--- config.mk ---
export PLATFORM = sky130hd
export DESIGN_NAME = display_top
export DESIGN_NICKNAME = d
export VERILOG_FILES = /design/src/disp_pkg.sv /design/src/mode_pkg.sv /design/src/pix_if.sv /design/src/display_mux.sv /design/src/display_top.sv /design/src/mode_ctrl.sv /design/src/pixel_scanner.sv /design/src/screen_gen.sv /design/src/seg_scanner.sv
export SDC_FILE = /design/constraint.sdc
export NUM_CORES = 1
export LEC_CHECK = 0
export ABC_AREA = 1
export BUFFER_PORTS_ARGS = -buffer_cell sky130_fd_sc_hd__buf_2
export CAP_MARGIN = 20
export CORE_MARGIN = 4
export CORE_UTILIZATION = 54
export CTS_CLUSTER_SIZE = 20
export DETAILED_ROUTE_END_ITERATION = 8
export PLACE_DENSITY = 0.77
export SETUP_SLACK_MARGIN = 0.4
export SYNTH_ARGS = -nofsm -noshare
export SYNTH_HDL_FRONTEND = slang
export SYNTH_HIERARCHICAL = 1
export SYNTH_SLANG_ARGS = --single-unit
--- constraint.sdc ---
create_clock -name clk -period 2.3 [get_ports clk]
set_clock_uncertainty 0.1 [all_clocks]
set_input_delay 0.23 -clock clk [delete_from_list [all_inputs] [get_ports clk]]
set_output_delay 0.23 -clock clk [all_outputs]
set_load 0.03 [all_outputs]
--- src/disp_pkg.sv ---
`default_nettype none

package disp_pkg;

    //////////////////////////////
    // Panel geometry
    //////////////////////////////
    parameter int WIDTH  = 96;
    parameter int HEIGHT = 64;

    typedef logic [6:0] coord_x_t;
    typedef logic [5:0] coord_y_t;

    // RGB565, red in the top bits
    typedef struct packed {
        logic [4:0] r;
        logic [5:0] g;
        logic [4:0] b;
    } rgb565_t;

    //////////////////////////////
    // Fixed colors
    //////////////////////////////
    parameter rgb565_t COLOR_BLACK = 16'h0000;
    parameter rgb565_t COLOR_WHITE = 16'hFFFF;
    parameter rgb565_t COLOR_GREY  = 16'h8410;
    parameter rgb565_t COLOR_GREEN = 16'h07E0;
    parameter rgb565_t COLOR_BLUE  = 16'h001F;

    // Seven-segment idle drive, both active low
    parameter logic [7:0] SEG_BLANK = 8'hFF;
    parameter logic [3:0] AN_OFF    = 4'hF;

endpackage

`default_nettype wire

--- src/mode_pkg.sv ---
`default_nettype none

package mode_pkg;

    // Screen modes, encoding seen on the mode port
    typedef enum logic [1:0] {
        MODE_MENU    = 2'd0,
        MODE_LEVEL   = 2'd1,
        MODE_LOADING = 2'd2,
        MODE_WIN     = 2'd3
    } mode_t;

    // Menu entry index
    // 0 level, 1 loading, 2 win
    typedef logic [1:0] cursor_t;

    parameter cursor_t CURSOR_LAST = 2'd2;

endpackage

`default_nettype wire

--- src/pix_if.sv ---
`timescale 1ns/1ps
`default_nettype none

interface pix_if;
    import disp_pkg::*;

    // One-cycle coordinate strobe
    logic     strobe;
    coord_x_t x;
    coord_y_t y;
    // Frame count, animation phase
    logic [3:0] frame;

    // Scanner side
    modport src (output strobe, output x, output y, output frame);

    // Painter and output register side
    modport sink (input strobe, input x, input y, input frame);

endinterface

`default_nettype wire

--- src/display_mux.sv ---
`timescale 1ns/1ps
`default_nettype none

module display_mux (
    input  logic              clk,
    input  logic              rst,
    input  mode_pkg::mode_t   mode,
    pix_if.sink               pix,
    input  disp_pkg::rgb565_t color,
    input  logic [3:0]        an_raw,
    input  logic [7:0]        seg_raw,
    output disp_pkg::rgb565_t oled_data,
    output logic              pix_valid,
    output logic [3:0]        an,
    output logic [7:0]        seg
);
    import disp_pkg::*;
    import mode_pkg::*;

    //////////////////////////////
    // Pixel register
    //////////////////////////////
    always_ff @(posedge clk) begin
        if (rst) begin
            pix_valid <= 1'b0;
            oled_data <= COLOR_BLACK;
        end else begin
            pix_valid <= pix.strobe;
            // Last pixel held between strobes
            if (pix.strobe) begin
                oled_data <= color;
            end
        end
    end

    //////////////////////////////
    // Segment register
    //////////////////////////////
    always_ff @(posedge clk) begin
        if (rst) begin
            an  <= AN_OFF;
            seg <= SEG_BLANK;
        end else begin
            case (mode)
                MODE_MENU, MODE_LEVEL: begin
                    an  <= an_raw;
                    seg <= seg_raw;
                end
                // No number on the other screens
                default: begin
                    an  <= AN_OFF;
                    seg <= SEG_BLANK;
                end
            endcase
        end
    end

endmodule

`default_nettype wire

--- src/display_top.sv ---
`timescale 1ns/1ps
`default_nettype none

module display_top #(
    parameter int DIGIT_PERIOD = 1024
) (
    input  logic              clk,
    input  logic              rst,
    input  logic              pix_req,
    input  logic              btn_next,
    input  logic              btn_enter,
    input  logic              btn_back,
    input  logic [3:0]        level,
    output disp_pkg::rgb565_t oled_data,
    output logic              pix_valid,
    output logic [3:0]        an,
    output logic [7:0]        seg,
    output logic [1:0]        mode
);
    import disp_pkg::*;
    import mode_pkg::*;

    mode_t      mode_s;
    cursor_t    cursor_s;
    rgb565_t    color_s;
    logic [3:0] an_raw_s;
    logic [7:0] seg_raw_s;

    pix_if pix ();

    // Mode seen outside as a plain vector
    assign mode = mode_s;

    //////////////////////////////
    // Pixel path
    //////////////////////////////
    pixel_scanner u_scanner (
        .clk     (clk),
        .rst     (rst),
        .pix_req (pix_req),
        .pix     (pix.src)
    );

    screen_gen u_gen (
        .pix    (pix.sink),
        .mode   (mode_s),
        .cursor (cursor_s),
        .level  (level),
        .color  (color_s)
    );

    //////////////////////////////
    // Control and segments
    //////////////////////////////
    mode_ctrl u_mode (
        .clk       (clk),
        .rst       (rst),
        .btn_next  (btn_next),
        .btn_enter (btn_enter),
        .btn_back  (btn_back),
        .mode      (mode_s),
        .cursor    (cursor_s)
    );

    seg_scanner #(
        .DIGIT_PERIOD (DIGIT_PERIOD)
    ) u_seg (
        .clk     (clk),
        .rst     (rst),
        .mode    (mode_s),
        .cursor  (cursor_s),
        .level   (level),
        .an_raw  (an_raw_s),
        .seg_raw (seg_raw_s)
    );

    // Output registers
    display_mux u_mux (
        .clk       (clk),
        .rst       (rst),
        .mode      (mode_s),
        .pix       (pix.sink),
        .color     (color_s),
        .an_raw    (an_raw_s),
        .seg_raw   (seg_raw_s),
        .oled_data (oled_data),
        .pix_valid (pix_valid),
        .an        (an),
        .seg       (seg)
    );

endmodule

`default_nettype wire

--- src/mode_ctrl.sv ---
`timescale 1ns/1ps
`default_nettype none

module mode_ctrl (
    input  logic              clk,
    input  logic              rst,
    input  logic              btn_next,
    input  logic              btn_enter,
    input  logic              btn_back,
    output mode_pkg::mode_t   mode,
    output mode_pkg::cursor_t cursor
);
    import mode_pkg::*;

    //////////////////////////////
    // Mode FSM
    //////////////////////////////
    always_ff @(posedge clk) begin
        if (rst) begin
            mode   <= MODE_MENU;
            cursor <= '0;
        end else if (btn_back) begin
            // Back wins over everything, cursor kept
            mode <= MODE_MENU;
        end else if (mode == MODE_MENU) begin
            if (btn_enter) begin
                case (cursor)
                    2'd0:    mode <= MODE_LEVEL;
                    2'd1:    mode <= MODE_LOADING;
                    2'd2:    mode <= MODE_WIN;
                    default: mode <= MODE_MENU;
                endcase
            end else if (btn_next) begin
                // Wrap after the last entry
                if (cursor == CURSOR_LAST) begin
                    cursor <= '0;
                end else begin
                    cursor <= cursor + 2'd1;
                end
            end
        end
        // Inside a screen only back has an effect
    end

endmodule

`default_nettype wire

--- src/pixel_scanner.sv ---
`timescale 1ns/1ps
`default_nettype none

module pixel_scanner (
    input  logic clk,
    input  logic rst,
    input  logic pix_req,
    pix_if.src   pix
);
    import disp_pkg::*;

    coord_x_t   x_cnt;
    coord_y_t   y_cnt;
    logic [3:0] frame_cnt;

    //////////////////////////////
    // Raster counters
    //////////////////////////////
    always_ff @(posedge clk) begin
        if (rst) begin
            x_cnt     <= '0;
            y_cnt     <= '0;
            frame_cnt <= '0;
        end else if (pix_req) begin
            if (x_cnt == coord_x_t'(WIDTH - 1)) begin
                x_cnt <= '0;
                // End of row
                if (y_cnt == coord_y_t'(HEIGHT - 1)) begin
                    y_cnt     <= '0;
                    frame_cnt <= frame_cnt + 4'd1;
                end else begin
                    y_cnt <= y_cnt + 6'd1;
                end
            end else begin
                x_cnt <= x_cnt + 7'd1;
            end
        end
    end

    // Strobe one cycle behind the request
    always_ff @(posedge clk) begin
        if (rst) begin
            pix.strobe <= 1'b0;
        end else begin
            pix.strobe <= pix_req;
        end
    end

    // Coordinate of this request, valid with the strobe only
    always_ff @(posedge clk) begin
        if (pix_req) begin
            pix.x     <= x_cnt;
            pix.y     <= y_cnt;
            pix.frame <= frame_cnt;
        end
    end

endmodule

`default_nettype wire

--- src/screen_gen.sv ---
`timescale 1ns/1ps
`default_nettype none

module screen_gen (
    pix_if.sink               pix,
    input  mode_pkg::mode_t   mode,
    input  mode_pkg::cursor_t cursor,
    input  logic [3:0]        level,
    output disp_pkg::rgb565_t color
);
    import disp_pkg::*;
    import mode_pkg::*;

    // Rows per menu band, last band takes the remainder
    localparam int BAND_H = HEIGHT / 3;

    cursor_t    band;
    rgb565_t    menu_color;
    logic [6:0] bar_len;
    rgb565_t    level_color;
    logic [7:0] stripe_sum;
    rgb565_t    loading_color;

    //////////////////////////////
    // Menu
    //////////////////////////////
    always_comb begin
        if (pix.y < coord_y_t'(BAND_H)) begin
            band = 2'd0;
        end else if (pix.y < coord_y_t'(2 * BAND_H)) begin
            band = 2'd1;
        end else begin
            band = 2'd2;
        end
    end

    // Selected entry highlighted
    assign menu_color = (band == cursor) ? COLOR_WHITE : COLOR_GREY;

    //////////////////////////////
    // Level bar
    //////////////////////////////
    // 6 columns per step, 90 at full scale
    assign bar_len     = 7'(level) * 7'd6;
    assign level_color = (pix.x < bar_len) ? COLOR_GREEN : COLOR_BLACK;

    //////////////////////////////
    // Loading stripes
    //////////////////////////////
    // Diagonal stripes, 8 wide, shifted by the frame count
    assign stripe_sum    = 8'(pix.x) + 8'(pix.y) + 8'(pix.frame);
    assign loading_color = stripe_sum[3] ? COLOR_BLUE : COLOR_BLACK;

    // Screen select
    always_comb begin
        case (mode)
            MODE_MENU:    color = menu_color;
            MODE_LEVEL:   color = level_color;
            MODE_LOADING: color = loading_color;
            MODE_WIN:     color = COLOR_GREEN;
            default:      color = COLOR_BLACK;
        endcase
    end

endmodule

`default_nettype wire

--- src/seg_scanner.sv ---
`timescale 1ns/1ps
`default_nettype none

module seg_scanner #(
    parameter int DIGIT_PERIOD = 1024
) (
    input  logic              clk,
    input  logic              rst,
    input  mode_pkg::mode_t   mode,
    input  mode_pkg::cursor_t cursor,
    input  logic [3:0]        level,
    output logic [3:0]        an_raw,
    output logic [7:0]        seg_raw
);
    import disp_pkg::*;
    import mode_pkg::*;

    localparam int CNT_W = (DIGIT_PERIOD > 1) ? $clog2(DIGIT_PERIOD) : 1;

    logic [CNT_W-1:0] presc;
    logic [1:0]       digit;
    logic             lit;
    logic [3:0]       value;

    // Active-low gfedcba, decimal point off
    function automatic logic [7:0] seg_encode(input logic [3:0] d);
        case (d)
            4'd0:    return 8'hC0;
            4'd1:    return 8'hF9;
            4'd2:    return 8'hA4;
            4'd3:    return 8'hB0;
            4'd4:    return 8'h99;
            4'd5:    return 8'h92;
            4'd6:    return 8'h82;
            4'd7:    return 8'hF8;
            4'd8:    return 8'h80;
            4'd9:    return 8'h90;
            default: return SEG_BLANK;
        endcase
    endfunction

    //////////////////////////////
    // Digit rotation
    //////////////////////////////
    always_ff @(posedge clk) begin
        if (rst) begin
            presc <= '0;
            digit <= '0;
        end else if (presc == CNT_W'(DIGIT_PERIOD - 1)) begin
            presc <= '0;
            digit <= digit + 2'd1;
        end else begin
            presc <= presc + 1'b1;
        end
    end

    // What the current digit shows
    always_comb begin
        lit   = 1'b0;
        value = '0;
        case (mode)
            MODE_MENU: begin
                // Entry number counted from 1
                lit   = (digit == 2'd0);
                value = 4'({2'b00, cursor} + 4'd1);
            end
            MODE_LEVEL: begin
                lit   = (digit == 2'd0) || (digit == 2'd1);
                value = (digit == 2'd0) ? 4'(level % 4'd10) : 4'(level / 4'd10);
            end
            default: begin
                lit = 1'b0;
            end
        endcase
    end

    assign an_raw  = lit ? ~(4'b0001 << digit) : AN_OFF;
    assign seg_raw = lit ? seg_encode(value) : SEG_BLANK;

endmodule

`default_nettype wire
[Yosys cells after proc, flatten, opt, wreduce, memory -nomap -nowiden]
Memories as Yosys holds them, arrays and structs flattened. A register that Yosys moved wholly into a read port is not among the register bits.
Index checks and enable logic that the tools add are counted.
Cells by class
  $add $sub $neg: 9
  multiply operators: 1
  divide/modulo/power cells: 2
  $lt $le $gt $ge: 3
  eq/ne operators: 10
  shift-type cells: 1
  mux-type cells: 13
  bitwise operators: 5
  reductions and logical operators: 12
Operators by type and width (number)
  $pmux 16 s4: 1
  $mux 15: 1
  $mux 11: 1
  $add 10x1->10 const B: 1
  $eq 10x10->1 const B: 1
  $add 4x4->4: 2
  $pmux 4 s2: 1
  $add 7x1->7 const B: 1
  $eq 7x7->1 const B: 1
  $lt 7x7->1: 1
  $mux 7: 1
  $add 6x1->6 const B: 1
  $eq 2x1->1 const B: 3
  $eq 2x2->1 const B: 3
  $eq 6x6->1 const B: 1
  $logic_not 2->1: 3
  $lt 6x5->1 const B: 1
  $lt 6x6->1 const B: 1
  $mul 4x2->6 const B: 1
  $mux 2: 3
  $mux 6: 1
  $pmux 2 s3: 1
  $reduce_or 2->1: 3
  $mux 5: 1
  other kinds (16): 21
Word-level totals
  register bits after elaboration: 80
  ROM bits: 112
  bits of input ports: 10
  output and inout bits: 31
  logic and storage cells: 74
  memories kept: 1
Memory list
  (no name shown): words 16, bits a word 7, rd ports 1, clocked after memory_dff 1, wr ports 0, RTL line seg_scanner.sv:27  | case (d)

[Longest topological paths before layout]
  depth in word-level cells: 6
  mapped depth: 17
  gate-level depth less buffers: 16

[Cells and area by module]
The synthesis kept the hierarchy.
Modules (own cells, without submodules)
  pixel_scanner: times used 1, cells an instance 140, area an instance 1378.8 µm², seq. area each 870.8 µm²
  display_mux: times used 1, cells an instance 143, area an instance 1058.5 µm², seq. area each 580.6 µm²
  seg_scanner: times used 1, cells an instance 149, area an instance 1033.5 µm², seq. area each 240.2 µm²
  screen_gen: times used 1, cells an instance 92, area an instance 603.1 µm², seq. area each 0.0 µm²
  mode_ctrl: times used 1, cells an instance 37, area an instance 266.5 µm², seq. area each 80.1 µm²

[Least setup slack after synthesis]
OpenSTA, ideal clock, no wires.
  kind: input-to-reg
  start: in level[0]
  end: reg, netlist name u_mux/oled_data[6]
  setup time: 114 ps
  arrival time: 2030 ps
  required time: 2086 ps
  path slack: 57 ps
  cell stages on the path: 15
  path buffers: 1
  cells stage by stage: ha_1 > fa_1 > xor2_1 > ha_1 > a21oi_1 > o21a_1 > o21ai_1 > nand2_1 > nand2_1 > nand2_1 > buf_4 > inv_1 > nand2_1 > nand2_1 > nor2_1
RTL lines
  start, declared: RTL line display_top.sv:13  | input logic [3:0] level,

==> results.cfg <==
[timing]
worstMarginPinSlew_ns = 0.667
fmax_ghz = 0.450
finalSetupViolCount = 0
hold_viol = 0
final-max-slew-violation-count = 0
finalCritPeriodShare_pct = 96.7
max-slew-margin-rel_pct = 55.4
period_needed_ns = 2.22
rsz0062_at_grt = true

[global_route]
antenna_found_initial = 0
grt_max_degree = 34
grt_pass1_vias = 3249
grt_overflow = 0
grt_pass1_wl_mm = 13.6
grt_usage_pct = 17.1

[final_layout]
fillerInstances = 630
drive_above_1_share_pct = 25.1
final_cells = 712
n_antenna_cell = 0
fin_nets = 648
area_growth_syn_to_layout_pct = 16.1
design_area_um2 = 5040

[floorplan]
chipHeight_um = 97.7
row_count = 32
core_um2 = 7770
ios = 41
die_x_um = 97.7
dieArea_um2 = 9540
start_util_pct = 55.9

[cts]
clock-root-buffer = clkbuf_8
cts_num_sinks = 80
cts_tree = built
cts_max_level = 3
insertion_delay_ns = 0.36
clock_path_buffers = 2
numCtsBuffers = 9
clk_pin_slew_ns = 0.08
cts_hold_buf = 0

[placed_design]
dp.cells = 690
dp_hpwl_mm = 5.67
gp_congestion = 0.801
numPortBuffers = 40
placed_area_um2 = 4570

[setup_path]
startpoint_type = flip-flop
path_class = reg2reg
worstSetupEndpointType = flip-flop
rrSetupSlack_ns = 0.08
reg2reg_depth = 14
r2r_end = u_mux/oled_data[0]
cp.required_ns = 2.49
rr_startpoint = u_scanner/pix.x[2]
cp_max_fo = 4
arrival_ns = 2.42

[logic_synthesis]
yosys-top-cells-area = dfxtp_1 29%, edfxtp_1 12%, nand2_1 11%, ha_1 8.6%, inv_1 8.6%
mappedNetlistArea_um2 = 4340
post_synth_xor_area_fraction_pct = 1.59
synth_top_cell_by_area = dfxtp_1
synth-adder-area-share_pct = 10.0
synth_top_family_by_area = simple AND/OR/NAND/NOR gates
synth.most_common_cell = nand2_1
synth-main-ff-cell = dfxtp_1
synth-simple-area-share_pct = 29.3
ys_warn_count = 6
synth_cell_type_count = 42
ys_ff_latch = 80
syn_nets = 604
synthMuxAreaShare_pct = 0
ys_seq_area_share_pct = 40.8
async_flop_share_pct = 0
avgSynthCellArea_um2 = 7.74
synth_compound_area_share_pct = 5.19
yosys.area.top_type_share_pct = 29.1
synth_edf_count = 17
synthTopCellsByCount = 123 x nand2_1, 99 x inv_1, 78 x nor2_1
netlist_instances = 561

[drt]
drt_first_pass_iters = 4
post-route-drc-count = 0
detail-route-antenna-nets = 0
routed_wirelength_mm = 8.29
wl_per_cell_um = 11.6
drtIter0Drc = 112
vias = 3491
routed_via_density = 4.90

[status]
outcome = completed

[power_and_ir_drop]
power_mw = 3.10
power_density_nw_per_um2 = 616
power_leakage_nw = 2.51
vdd_drop_max_v = 0.000331

[worst_hold_path]
holdPathStages = 3
min_to = u_mode/mode[1]
worstHoldStart = btn_back
hold_path.class = in2reg

[run]
max_cap_violations = 0
cell families (layout without fill, tap and decap cells):
kind of cell,after synthesis,after routing
AOI/OAI and AO/OA,40,40
DFF,80,80
adders and majority gates,33,33
xor gates and xnor gates,7,7
and+or+nand+nor,278,278
other,1,1
buffers and inverters,122,171
sequential cells by signal, indices dropped and copies added, names as in the netlist, 4 cells and up:
signal and flops:
u_scanner/y_cnt 6, u_scanner/pix.y 6, u_scanner/frame_cnt 4, u_mux/oled_data 16
u_scanner/pix.frame 4, u_mux/an 4, u_scanner/x_cnt 7, u_scanner/pix.x 7
u_seg/presc 10, u_mux/seg 8
routing by layer:
layer	up-vias	GRT usage (%)	wire length, um
met5	-	0	0
met4	0	6.50	189
met3	21	3.95	366
met2	84	30.2	4190
met1	1572	20.0	3540
li1	1814	-	-
worst max-delay path, cell delays in order (launching register included):
cell and delay (ns):
edfxtp_1 0.44, fa_1 0.54, ha_1 0.32, nand2_1 0.07
inv_2 0.06, nand2_2 0.04, nand2_2 0.07, inv_2 0.04
nand2_2 0.08, nand3_4 0.09, nand2_4 0.10, inv_2 0.03
nand2_1 0.04, nand2_1 0.05, nor2_1 0.10
what timing repair did:
action	in CTS	in global routing
setup buffers	5	1
endpoints found under the setup margin	17	27
pin swaps	6	20
cloned	0	0
gates resized for setup	16	49
report_power, final:
| part | total (mW) | switching [mW] | internal, mW |
|---|---|---|---|
| combinational | 0.572 | 0.366 | 0.206 |
| clock | 1.00 | 0.536 | 0.468 |
| sequential | 1.53 | 0.0370 | 1.49 |
cell type report:
cell class / count / area, um^2 / area share [%]
multi-input combinational: 359 / 2220 / 44.1
sequential: 80 / 1780 / 35.4
inverter: 102 / 388 / 7.70
timing repair buffer: 53 / 325 / 6.46
clock buffer: 10 / 149 / 2.96
tap: 102 / 128 / 2.53
clock inverter: 6 / 45.0 / 0.894
through the flow:
| stage | setup WS, ns | utilization [%] | hold slack (ns) | setup TNS [ns] |
|---|---|---|---|---|
| 2_1_floorplan | 0.161 | - | 0.199 | 0 |
| 3_3_place_gp | -0.0890 | 58.8 | 0.341 | -0.470 |
| 3_5_place_dp | -0.169 | 58.8 | 0.352 | -0.818 |
| 4_1_cts | 0.150 | 62.5 | 0.0610 | 0 |
| 5_1_grt | -0.0252 | 64.9 | 0.0895 | -0.0278 |
| 6_report | 0.0762 | 64.9 | 0.101 | 0 |
cell usage in the layout, fill, tap and decap left out, drive strengths merged:
cell / synthesis / layout
o21a: 1 / 1
inv: 102 / 106
a21o: 1 / 1
nand3b: 1 / 1
ha: 30 / 30
or2: 1 / 1
nand4: 6 / 6
a31oi: 1 / 1
edfxtp: 17 / 17
buf: 18 / 53
o21ai: 13 / 13
clkbuf: 2 / 10
a21oi: 21 / 21
fa: 3 / 3
nor3b: 2 / 2
clkinvlp: 0 / 1
conb: 1 / 1
dfxtp: 63 / 63
clkinv: 0 / 1
nor2: 84 / 84
xnor2: 2 / 2
xor2: 5 / 5
a21boi: 2 / 2
nand3: 40 / 40
nor3: 9 / 9
o21bai: 1 / 1
nand2: 134 / 134
nand2b: 1 / 1
how the worst max path moves through the flow:
stage,startpoint,to,slack [ns],cells after the start
finish,u_scanner/pix.x[2],u_mux/oled_data[0],0.08,14
global route,u_scanner/pix.x[2],u_mux/oled_data[0],-0.03,14
CTS,u_scanner/pix.x[2],u_mux/oled_data[0],0.15,14
detailed placement,level[1],u_mux/oled_data[8],-0.17,15
global placement,level[1],u_mux/oled_data[6],-0.09,15
floorplan,level[0],u_mux/oled_data[6],0.16,15
(Power assumes the default switching activity.)
